<file path="src/hw/frontend_pkg.sv">
/* widths, typedefs and constants shared by the rv32i instruction front end
   imported by every stage and by the testbench reference model */
package frontend_pkg;

  // data or instruction word
  typedef logic [31:0] word_t;

  // byte address or program counter
  typedef logic [31:0] addr_t;

  // major opcode field, instr[6:0]
  typedef logic [6:0] opcode_t;

  // architectural register index
  typedef logic [4:0] reg_idx_t;

  // restart address after reset and after halt
  localparam addr_t RESET_PC = 32'h200;

  // bus returns bytes in reversed order, fetch swaps them back
  // the testbench memory builds its read data with the same setting
  localparam logic BUS_LITTLE_ENDIAN = 1'b1;

  // jal, the only jump resolved by this front end
  localparam opcode_t OPCODE_JAL = 7'b1101111;

endpackage

</file>
<file path="src/hw/decode_execute_if.sv">
/* decoded instruction from the decode register to execute and result
   result returns accept when its output register can take the word */
`timescale 1ns/1ps

interface decode_execute_if
  import frontend_pkg::*;
();

  logic     valid;
  addr_t    pc;
  addr_t    pc4;
  word_t    instr;
  // jal fields, only meaningful with is_jal
  logic     is_jal;
  reg_idx_t rd;
  word_t    jal_imm;
  logic     mal_insn;
  // result register empty or being drained this cycle
  logic     accept;

  modport decode (
    output valid, pc, pc4, instr, is_jal, rd, jal_imm, mal_insn,
    input  accept
  );

  // execute only observes, it owns no state
  modport execute (
    input valid, pc, pc4, is_jal, rd, jal_imm, accept
  );

  modport result (
    input  valid, pc, instr, is_jal, mal_insn,
    output accept
  );

endinterface

</file>
<file path="src/hw/fetch_decode_if.sv">
/* fetch/decode latch contents, driven by fetch and consumed by decode
   decode answers with hold while it cannot take a new word */
`timescale 1ns/1ps

interface fetch_decode_if
  import frontend_pkg::*;
();

  // latch holds a word or a misaligned token
  logic  valid;
  addr_t pc;
  addr_t pc4;
  word_t instr;
  // fetch address was not word aligned, instr is zero
  logic  mal_insn;
  // decode is stalled, latch keeps its contents
  logic  hold;

  modport fetch (
    output valid, pc, pc4, instr, mal_insn,
    input  hold
  );

  modport decode (
    input  valid, pc, pc4, instr, mal_insn,
    output hold
  );

endinterface

</file>
<file path="src/hw/fetch_stage.sv">
/* program counter, next-pc selection, wishbone classic read master
   and the fetch/decode latch, one bus cycle outstanding at most */
`timescale 1ns/1ps

module fetch_stage
  import frontend_pkg::*;
(
  input  logic  CLK,
  input  logic  nRST,
  input  logic  halt,
  input  logic  redirect,
  input  addr_t redirect_pc,
  input  word_t wb_dat_r,
  input  logic  wb_ack,
  output addr_t wb_adr,
  output logic  wb_cyc,
  output logic  wb_stb,
  fetch_decode_if.fetch fd
);

  // pc is the next address to fetch, wb_adr the one on the bus
  addr_t pc;
  addr_t pc4;
  addr_t next_pc;
  addr_t slot_pc;
  word_t instr;
  // bus cycle overtaken by a redirect or halt, drop its data
  logic  discard;
  // misaligned token placed, wait for halt
  logic  idle;
  logic  aligned;
  logic  latch_free;
  logic  start;
  logic  mal_take;
  logic  ack_take;

  assign pc4     = pc + 32'd4;
  assign aligned = (pc[1:0] == 2'b00);

  // latch is empty or decode takes it at this edge
  assign latch_free = ~fd.valid | ~fd.hold;

  // new bus cycle only from a quiet bus and a stable pc
  assign start    = ~wb_cyc & ~idle & aligned & latch_free & ~halt & ~redirect;
  // misaligned pc never reaches the bus
  assign mal_take = ~wb_cyc & ~idle & ~aligned & latch_free & ~halt & ~redirect;
  // completed read that is still on the right path
  assign ack_take = wb_cyc & wb_ack & ~discard & ~halt & ~redirect;

  // stb follows cyc, classic single reads only
  assign wb_stb = wb_cyc;

  // byte order swap of the read data
  assign instr = BUS_LITTLE_ENDIAN ?
                 {wb_dat_r[7:0], wb_dat_r[15:8], wb_dat_r[23:16], wb_dat_r[31:24]} :
                 wb_dat_r;

  // bus address while a read is out, else the pc of a token
  assign slot_pc = wb_cyc ? wb_adr : pc;

  // halt, then redirect, then sequential
  always_comb begin
    next_pc = pc;
    if (halt) begin
      next_pc = RESET_PC;
    end else if (redirect) begin
      next_pc = redirect_pc;
    end else if (start) begin
      next_pc = pc4;
    end
  end

  always_ff @(posedge CLK, negedge nRST) begin
    if (!nRST) begin
      pc      <= RESET_PC;
      wb_adr  <= RESET_PC;
      wb_cyc  <= 1'b0;
      discard <= 1'b0;
      idle    <= 1'b0;
    end else begin
      pc <= next_pc;
      if (wb_cyc) begin
        // cycle in flight always runs to its ack
        if (wb_ack) begin
          wb_cyc  <= 1'b0;
          discard <= 1'b0;
        end else if (halt | redirect) begin
          discard <= 1'b1;
        end
      end else if (start) begin
        wb_cyc <= 1'b1;
        wb_adr <= pc;
      end
      if (halt) begin
        idle <= 1'b0;
      end else if (mal_take) begin
        idle <= 1'b1;
      end
    end
  end

  // latch valid, wrong path dropped on redirect
  always_ff @(posedge CLK, negedge nRST) begin
    if (!nRST) begin
      fd.valid <= 1'b0;
    end else if (halt | redirect) begin
      fd.valid <= 1'b0;
    end else if (!(fd.valid & fd.hold)) begin
      fd.valid <= ack_take | mal_take;
    end
  end

  // latch payload
  always_ff @(posedge CLK) begin
    if (ack_take | mal_take) begin
      fd.pc       <= slot_pc;
      fd.pc4      <= slot_pc + 32'd4;
      fd.instr    <= ack_take ? instr : '0;
      fd.mal_insn <= mal_take;
    end
  end

endmodule

</file>
<file path="src/hw/frontend_top.sv">
/* front end top level, wishbone instruction bus in, decoded stream out
   stages talk through interfaces, the outside sees plain ports */
`timescale 1ns/1ps

module frontend_top
  import frontend_pkg::*;
(
  input  logic       CLK,
  input  logic       nRST,
  input  logic       halt,
  // wishbone classic, reads only
  output addr_t      wb_adr,
  output logic       wb_cyc,
  output logic       wb_stb,
  output logic       wb_we,
  output logic [3:0] wb_sel,
  input  word_t      wb_dat_r,
  input  logic       wb_ack,
  // decoded instruction stream
  output logic       out_valid,
  input  logic       out_ready,
  output addr_t      out_pc,
  output word_t      out_instr,
  output word_t      out_link,
  output logic       out_jump,
  output logic       out_mal
);

  logic  redirect;
  addr_t redirect_pc;
  word_t link;

  fetch_decode_if   fd_if ();
  decode_execute_if de_if ();

  // whole words, never a write
  assign wb_we  = 1'b0;
  assign wb_sel = 4'b1111;

  fetch_stage u_fetch (
    .CLK         (CLK),
    .nRST        (nRST),
    .halt        (halt),
    .redirect    (redirect),
    .redirect_pc (redirect_pc),
    .wb_dat_r    (wb_dat_r),
    .wb_ack      (wb_ack),
    .wb_adr      (wb_adr),
    .wb_cyc      (wb_cyc),
    .wb_stb      (wb_stb),
    .fd          (fd_if.fetch)
  );

  jal_decode u_decode (
    .CLK  (CLK),
    .nRST (nRST),
    .halt (halt),
    .fd   (fd_if.decode),
    .de   (de_if.decode)
  );

  jal_execute u_execute (
    .de          (de_if.execute),
    .redirect    (redirect),
    .redirect_pc (redirect_pc),
    .link        (link)
  );

  issue_result u_result (
    .CLK       (CLK),
    .nRST      (nRST),
    .halt      (halt),
    .link      (link),
    .out_ready (out_ready),
    .de        (de_if.result),
    .out_valid (out_valid),
    .out_pc    (out_pc),
    .out_instr (out_instr),
    .out_link  (out_link),
    .out_jump  (out_jump),
    .out_mal   (out_mal)
  );

endmodule

</file>
<file path="src/hw/issue_result.sv">
/* one-entry output register toward the consumer, valid/ready handshake
   its accept is the stall source for the whole front end */
`timescale 1ns/1ps

module issue_result
  import frontend_pkg::*;
(
  input  logic  CLK,
  input  logic  nRST,
  input  logic  halt,
  input  word_t link,
  input  logic  out_ready,
  decode_execute_if.result de,
  output logic  out_valid,
  output addr_t out_pc,
  output word_t out_instr,
  output word_t out_link,
  output logic  out_jump,
  output logic  out_mal
);

  logic load;

  // empty, or the held word transfers at this edge
  assign de.accept = ~out_valid | out_ready;
  assign load      = de.accept & de.valid;

  always_ff @(posedge CLK, negedge nRST) begin
    if (!nRST) begin
      out_valid <= 1'b0;
    end else if (halt) begin
      out_valid <= 1'b0;
    end else if (de.accept) begin
      out_valid <= de.valid;
    end
  end

  // data only moves with accept, stable under back-pressure
  always_ff @(posedge CLK) begin
    if (load) begin
      out_pc    <= de.pc;
      out_instr <= de.instr;
      out_link  <= link;
      out_jump  <= de.is_jal;
      out_mal   <= de.mal_insn;
    end
  end

endmodule

</file>
<file path="src/hw/jal_decode.sv">
/* decode register between the fetch latch and execute/result
   classifies the latched word and extracts the jal fields */
`timescale 1ns/1ps

module jal_decode
  import frontend_pkg::*;
(
  input  logic CLK,
  input  logic nRST,
  input  logic halt,
  fetch_decode_if.decode  fd,
  decode_execute_if.decode de
);

  opcode_t opcode;
  // full and result not taking it
  logic    stall;
  // own jal leaves for result, younger words are wrong path
  logic    flush;
  logic    load;

  assign opcode = fd.instr[6:0];
  assign stall  = de.valid & ~de.accept;
  assign flush  = de.valid & de.is_jal & de.accept;
  assign load   = ~stall & ~flush & fd.valid;

  // back-pressure to the fetch latch
  assign fd.hold = stall;

  always_ff @(posedge CLK, negedge nRST) begin
    if (!nRST) begin
      de.valid <= 1'b0;
    end else if (halt | flush) begin
      de.valid <= 1'b0;
    end else if (!stall) begin
      de.valid <= fd.valid;
    end
  end

  always_ff @(posedge CLK) begin
    if (load) begin
      de.pc       <= fd.pc;
      de.pc4      <= fd.pc4;
      de.instr    <= fd.instr;
      de.mal_insn <= fd.mal_insn;
      // misaligned token carries instr zero, never a jal
      de.is_jal   <= (opcode == OPCODE_JAL);
      de.rd       <= fd.instr[11:7];
      // j-type immediate, bit 0 implied zero
      de.jal_imm  <= {{11{fd.instr[31]}}, fd.instr[31], fd.instr[19:12],
                      fd.instr[20], fd.instr[30:21], 1'b0};
    end
  end

endmodule

</file>
<file path="src/hw/jal_execute.sv">
/* jal resolution, jump target and link value for the decoded word
   redirect fires in the cycle the jal moves into the result register */
`timescale 1ns/1ps

module jal_execute
  import frontend_pkg::*;
(
  decode_execute_if.execute de,
  output logic  redirect,
  output addr_t redirect_pc,
  output word_t link
);

  // the only jump target adder in the front end
  addr_t target;

  assign target = de.pc + de.jal_imm;

  // target may be misaligned, fetch turns that into a token
  assign redirect_pc = target;

  // one pulse per jal, at the edge result takes it
  assign redirect = de.valid & de.is_jal & de.accept;

  // return address goes out with the jal itself
  assign link = de.is_jal ? de.pc4 : '0;

endmodule

</file>
<file path="config.mk">
export PLATFORM = sky130hd
export DESIGN_NAME = frontend_top
export DESIGN_NICKNAME = d
export VERILOG_FILES = /design/src/hw/frontend_pkg.sv /design/src/hw/decode_execute_if.sv /design/src/hw/fetch_decode_if.sv /design/src/hw/fetch_stage.sv /design/src/hw/frontend_top.sv /design/src/hw/issue_result.sv /design/src/hw/jal_decode.sv /design/src/hw/jal_execute.sv
export SDC_FILE = /design/constraint.sdc
export NUM_CORES = 1
export LEC_CHECK = 0
export BUFFER_PORTS_ARGS = -buffer_cell sky130_fd_sc_hd__buf_4
export CAP_MARGIN = 20
export CORE_MARGIN = 2
export CORE_UTILIZATION = 63
export DETAILED_ROUTE_END_ITERATION = 10
export PLACE_DENSITY = 0.85
export SYNTH_ARGS = -nofsm -noshare
export SYNTH_HDL_FRONTEND = slang
export SYNTH_HIERARCHICAL = 1
export SYNTH_SLANG_ARGS = --single-unit
export TNS_END_PERCENT = 100
</file>
<file path="constraint.sdc">
create_clock -name CLK -period 15.4 [get_ports CLK]
set_input_delay 1.54 -clock CLK [delete_from_list [all_inputs] [get_ports CLK]]
set_output_delay 1.54 -clock CLK [all_outputs]
set_load 0.01 [all_outputs]
</file>
# --- Yosys cells after proc, flatten, opt, wreduce, memory -nomap -nowiden ---
# Index checks and enable logic that the tools add are counted.
op_classes:
  addsub: 3
  mul: 0
  div: 0
  magnitude_cmp: 0
  n_eq_ne: 3
  n_shift: 0
  n_mux: 17
  bitwise_logic: 34
  n_reduce_logical: 7
op_table:
  columns: ["cell", "n"]
  rows:
  - ["32-bit two-way mux", 4]
  - ["32-bit by 3-bit adder with 32-bit output, second input constant", 2]
  - ["32-bit adder", 1]
  - ["1-bit AND", 20]
  - ["1-bit two-way mux", 13]
  - ["1-bit inverter", 10]
  - ["7-bit equality test, second input constant", 1]
  - ["2-bit nonzero test", 3]
  - ["1-bit bitwise OR", 4]
  - ["2-bit AND reduction", 2]
  - ["3-bit nonzero test", 1]
  - ["2-bit zero test", 1]
  - ["2-bit by 1-bit inequality test with 1-bit output, second input constant", 1]
  - ["2-bit inequality test, second input constant", 1]
totals:
  register_bits: 383
  latch_bits: 0
  ramBits: 0
  rom_bits: 0
  input_bits: 37
  out_inout_bits: 138
  word_cells: 87
  n_memories: 0

# --- Longest topological paths before layout ---
depth:
  depth_word: 12
  ltp_mapped: 13
  depth_no_buf: 12

# --- By module ---
# Netlist, hierarchy kept.
by_module_without_submodules:
  columns: ["module", "n_inst", "cells_per_inst", "area_per_inst_um2", "seq_area_each_um2"]
  rows:
  - ["fetch_stage", 1, 593, 7524.7, 4556.9]
  - ["jal_decode", 1, 145, 3311.9, 2967.8]
  - ["issue_result", 1, 103, 3002.9, 2967.8]
  - ["jal_execute", 1, 277, 1961.9, 0.0]
  - ["frontend_top", 1, 7, 45.0, 0.0]

# --- Worst setup path after synthesis ---
# OpenSTA, ideal clock, no wires.
synth_path:
  path_kind: "input port to flip-flop"
  startpoint: "input out_ready"
  endpoint: "register u_decode.de.instr[0], enable pin"
  setup_ps: 581
  arrival_ps: 6377
  required_time_ps: 14819
  path_slack_ps: 8443
  cell_stages: 3
  path_buffers: 0
  cell_sequence: "nand2b_4 > nand2b_1 > a21boi_1"
synth_between:
  elab_chain_cells: 6
  elab_cells_between_ends: 8
  classes_between: "8 x bitwise"
synth_lines:
  columns: ["item", "line_no", "text"]
  rows:
  - ["start: declaration", "frontend_top.sv:21", "input logic out_ready,"]
  - ["1-bit bitwise OR *", "issue_result.sv:25", "assign de.accept = ~out_valid | out_ready;"]
  - ["1-bit inverter", "jal_decode.sv:23", "assign stall = de.valid & ~de.accept;"]
  - ["1-bit AND", "jal_decode.sv:23", null]
  - ["1-bit inverter", "jal_decode.sv:25", "assign load = ~stall & ~flush & fd.valid;"]
  - ["1-bit AND * (2 in a row)", "jal_decode.sv:25", null]
  - ["via u_decode.load", "jal_decode.sv:20", "logic load;"]
  - ["end: declaration", "decode_execute_if.sv:22", "output valid, pc, pc4, instr, is_jal, rd, jal_imm, mal_insn,"]
# Mark *: on every way through the listed nets, which the timed path passes. The rest lies on a longest branch.
# A chain may end at the register's enable or synchronous reset.

# --- Final worst setup path ---
layout_path:
  startpoint: "input out_ready"
  endpoint: "register u_fetch.fd.instr[11], enable pin"
layout_between:
  elab_cells_between_ends: 12
  classes_between: "12 x bitwise"
layout_rtl:
  columns: ["item", "line_no", "text"]
  rows:
  - ["1-bit bitwise OR", "issue_result.sv:25", null]
  - ["via de_if.accept", "decode_execute_if.sv:19", "logic accept;"]
  - ["1-bit AND", "jal_execute.sv:23", "assign redirect = de.valid & de.is_jal & de.accept;"]
  - ["via redirect", "frontend_top.sv:29", "logic redirect;"]
  - ["1-bit inverter", "fetch_stage.sv:46", "assign mal_take = ~wb_cyc & ~idle & ~aligned & latch_free & ~halt & ~redirect;"]
  - ["1-bit AND", "fetch_stage.sv:46", null]
  - ["via u_fetch.mal_take", "fetch_stage.sv:34", "logic mal_take;"]
  - ["1-bit bitwise OR", "fetch_stage.sv:115", "if (ack_take | mal_take) begin"]
  - ["end: declaration", "fetch_decode_if.sv:20", "output valid, pc, pc4, instr, mal_insn,"]
# The timed path passes the listed nets, and every way through them passes these cells.

==> out/results.txt <==
hpwl dp: 22.1 mm
Seq. cell area: 10500 um2
Peak VDD IR: 98.6 uV
IO Pins: 175
Iteration-0 DRC Markers: 851
DRT Pass-1 Iters: 5
Hold Crit Class: reg -> reg
post-cts hold buffer count: 0
max_slew headroom: 39.5%
CTS tree: yes
clk slew on worst S/H paths: 0.06 ns
met3 Use GR: 3.54%
largest net degree at the start of global routing: 71
final clock skew: 0.0199 ns
first-pass GRT wire length: 51.8 mm
number of CTS-inserted buffers: 37
footprint of the multi-input gates: 4760 um2
synth warn: 6
antenna cell count: 0
Final Instance Area: 18300 um2
Worst Path Max Fanout: 52
Global Route met2 Usage: 42.5%
CP Class: in -> reg
Syn Inst Count: 1120
met1 Track Usage GR: 36.2%
Crit. End Element: register
PD cells: 121 nW/um2
wire per inst: 20.9 um
DRC: 0
GPL Wtd Cong: 0.877
Initial Util: 64.6%
actual slew at the worst max-slew pin: 0.907 ns
post-cts sizing count: 0
antenna violations before repair: 0
layout cells sized above 1: 24.8%
num rows: 57
Hold Fails Final Rpt: 0
Area Overhead vs Synth: 15.5%
Final ANT Viol Nets: 0
outcome: complete, no violations
startpoint types: primary input
die height: 162 um
Die X-Extent: 162 um
unrepaired setup endpoints after global routing: false
final worst-path cycle share: 26.9%
global route hottest layer: met2
Setup TNS: 0 ns
final setup violation count: 0
Max Freq: 242 MHz
area of the core: 24500 um2
PortBufs: 169
area post-placement: 17100 um2
Required @ worst endpoint: 15.54 ns
H-tree lvl count: 2
Synth Area per Inst: 14.1 um2
number of vias in the routed layout: 9559
Max clock buf depth: 3
CTS root buf: clkbuf_16
setup repair bufs after CTS: 0
vias in the first global route: 9303
GRT overflow: 0
Clock Latency Late Sink: 0.53 ns
Nets: 1322
Filler Cells Inserted: 1513
die area: 26400 um2
Final Max Tran Viols: 0
Max Cap Viol: 0
Vias/cell: 5.96
GRT Total Usage: 25.7%
Arr. time, crit path: 4.28 ns
clock period minus worst slack: 4.14 ns
LEAKAGE: 7.07 nW
drt total wl: 33.5 mm
synthesized cell area: 15800 um2
clk sink count: 361
## placed cells by master (no fill, tap or decap), types with 4 or more instances in the layout
| master | instances |
|---|---|
| a21o_1 | 22 |
| clkinv_2 | 4 |
| nand4_1 | 21 |
| ha_1 | 33 |
| edfxtp_1 | 291 |
| nand2b_1 | 4 |
| and3_1 | 8 |
| a311oi_1 | 4 |
| dfrtp_1 | 67 |
| and4_1 | 4 |
| clkbuf_1 | 9 |
| mux2_2 | 55 |
| xor2_1 | 25 |
| buf_4 | 179 |
| inv_1 | 18 |
| nor4_2 | 7 |
| clkbuf_16 | 38 |
| nor4_1 | 6 |
| o21ai_0 | 20 |
| nand3b_1 | 4 |
| nand2_1 | 59 |
| xnor2_1 | 51 |
| a211oi_1 | 22 |
| and2_1 | 69 |
| a21oi_1 | 36 |
| nor3_1 | 17 |
| nor2_1 | 51 |
| mux2i_1 | 13 |
| a31oi_1 | 6 |
| nand4b_1 | 6 |
| clkinv_1 | 7 |
| conb_1 | 6 |
| o21bai_1 | 4 |
| nand3_1 | 36 |
## layout make-up
type	count	share of cell area, %
repair buffers	179	7.36
clock buffers	49	5.54
clock inverters	18	0.987
well taps	324	2.22
flip-flops and latches	361	57.5
inverters	18	0.370
multi-input cells	654	26.1
## metrics by stage
step | worst slack, ns | cells | util, % | hold WS (ns) | total power, W
6_report | 11.26 | 1603 | 74.7 | 0.413 | 0.00220
3_3_place_gp | 10.87 | 1536 | 69.8 | 0.400 | 0.00133
3_5_place_dp | 10.76 | 1536 | 69.8 | 0.405 | 0.00134
2_1_floorplan | 8.44 | 1123 | - | 0.400 | 0.00128
5_1_grt | 11.05 | 1603 | 74.7 | 0.427 | 0.00227
4_1_cts | 11.28 | 1603 | 74.7 | 0.413 | 0.00222
## metal layers
metal,routed length [um],share of wire (%)
met5,0,0
met4,822,2.5
met3,2220,6.6
met2,16400,49
met1,14100,42
## worst paths after layout
kind / start / endpoint / slack [ns] / cells past startpoint
max in group asynchronous: nRST / u_fetch/wb_cyc / 13.63 / 1
min in group asynchronous: nRST / u_fetch/wb_adr[30] / 1.15 / 1
setup / recovery: out_ready / u_fetch/fd.instr[11] / 11.26 / 7
hold reg to reg: u_fetch/fd.pc4[25] / u_decode/de.pc4[25] / 0.41 / 0
setup reg to reg: u_fetch/wb_cyc / u_fetch/fd.pc4[25] / 11.84 / 6
hold / removal: u_fetch/fd.pc4[25] / u_decode/de.pc4[25] / 0.41 / 0
## report_power, final
part	internal (W)	switching, W
Sequential	0.00111	0.0000292
Combinational	0.0000761	0.000116
Clock	0.000515	0.000362
Total	0.00170	0.000507
## state kept, by name (all words and copies together), names as in the netlist, 30 cells and up
register,cells
u_fetch/fd.pc4,30
u_result/out_instr,32
u_fetch/pc,32
u_decode/de.pc4,32
u_decode/de.pc,32
u_fetch/wb_adr,32
u_fetch/fd.instr,32
u_decode/de.instr,32
u_fetch/fd.pc,32
u_result/out_link,32
u_result/out_pc,32
## critical path: stages
cell and delay (ns):
buf_4 0.11, nand2b_4 0.16, and3_1 0.42, nor2_1 0.49, o211a_1 0.27, or2_4 0.57, buf_4 0.67
No activity file was read; power rests on OpenSTA's default activity.
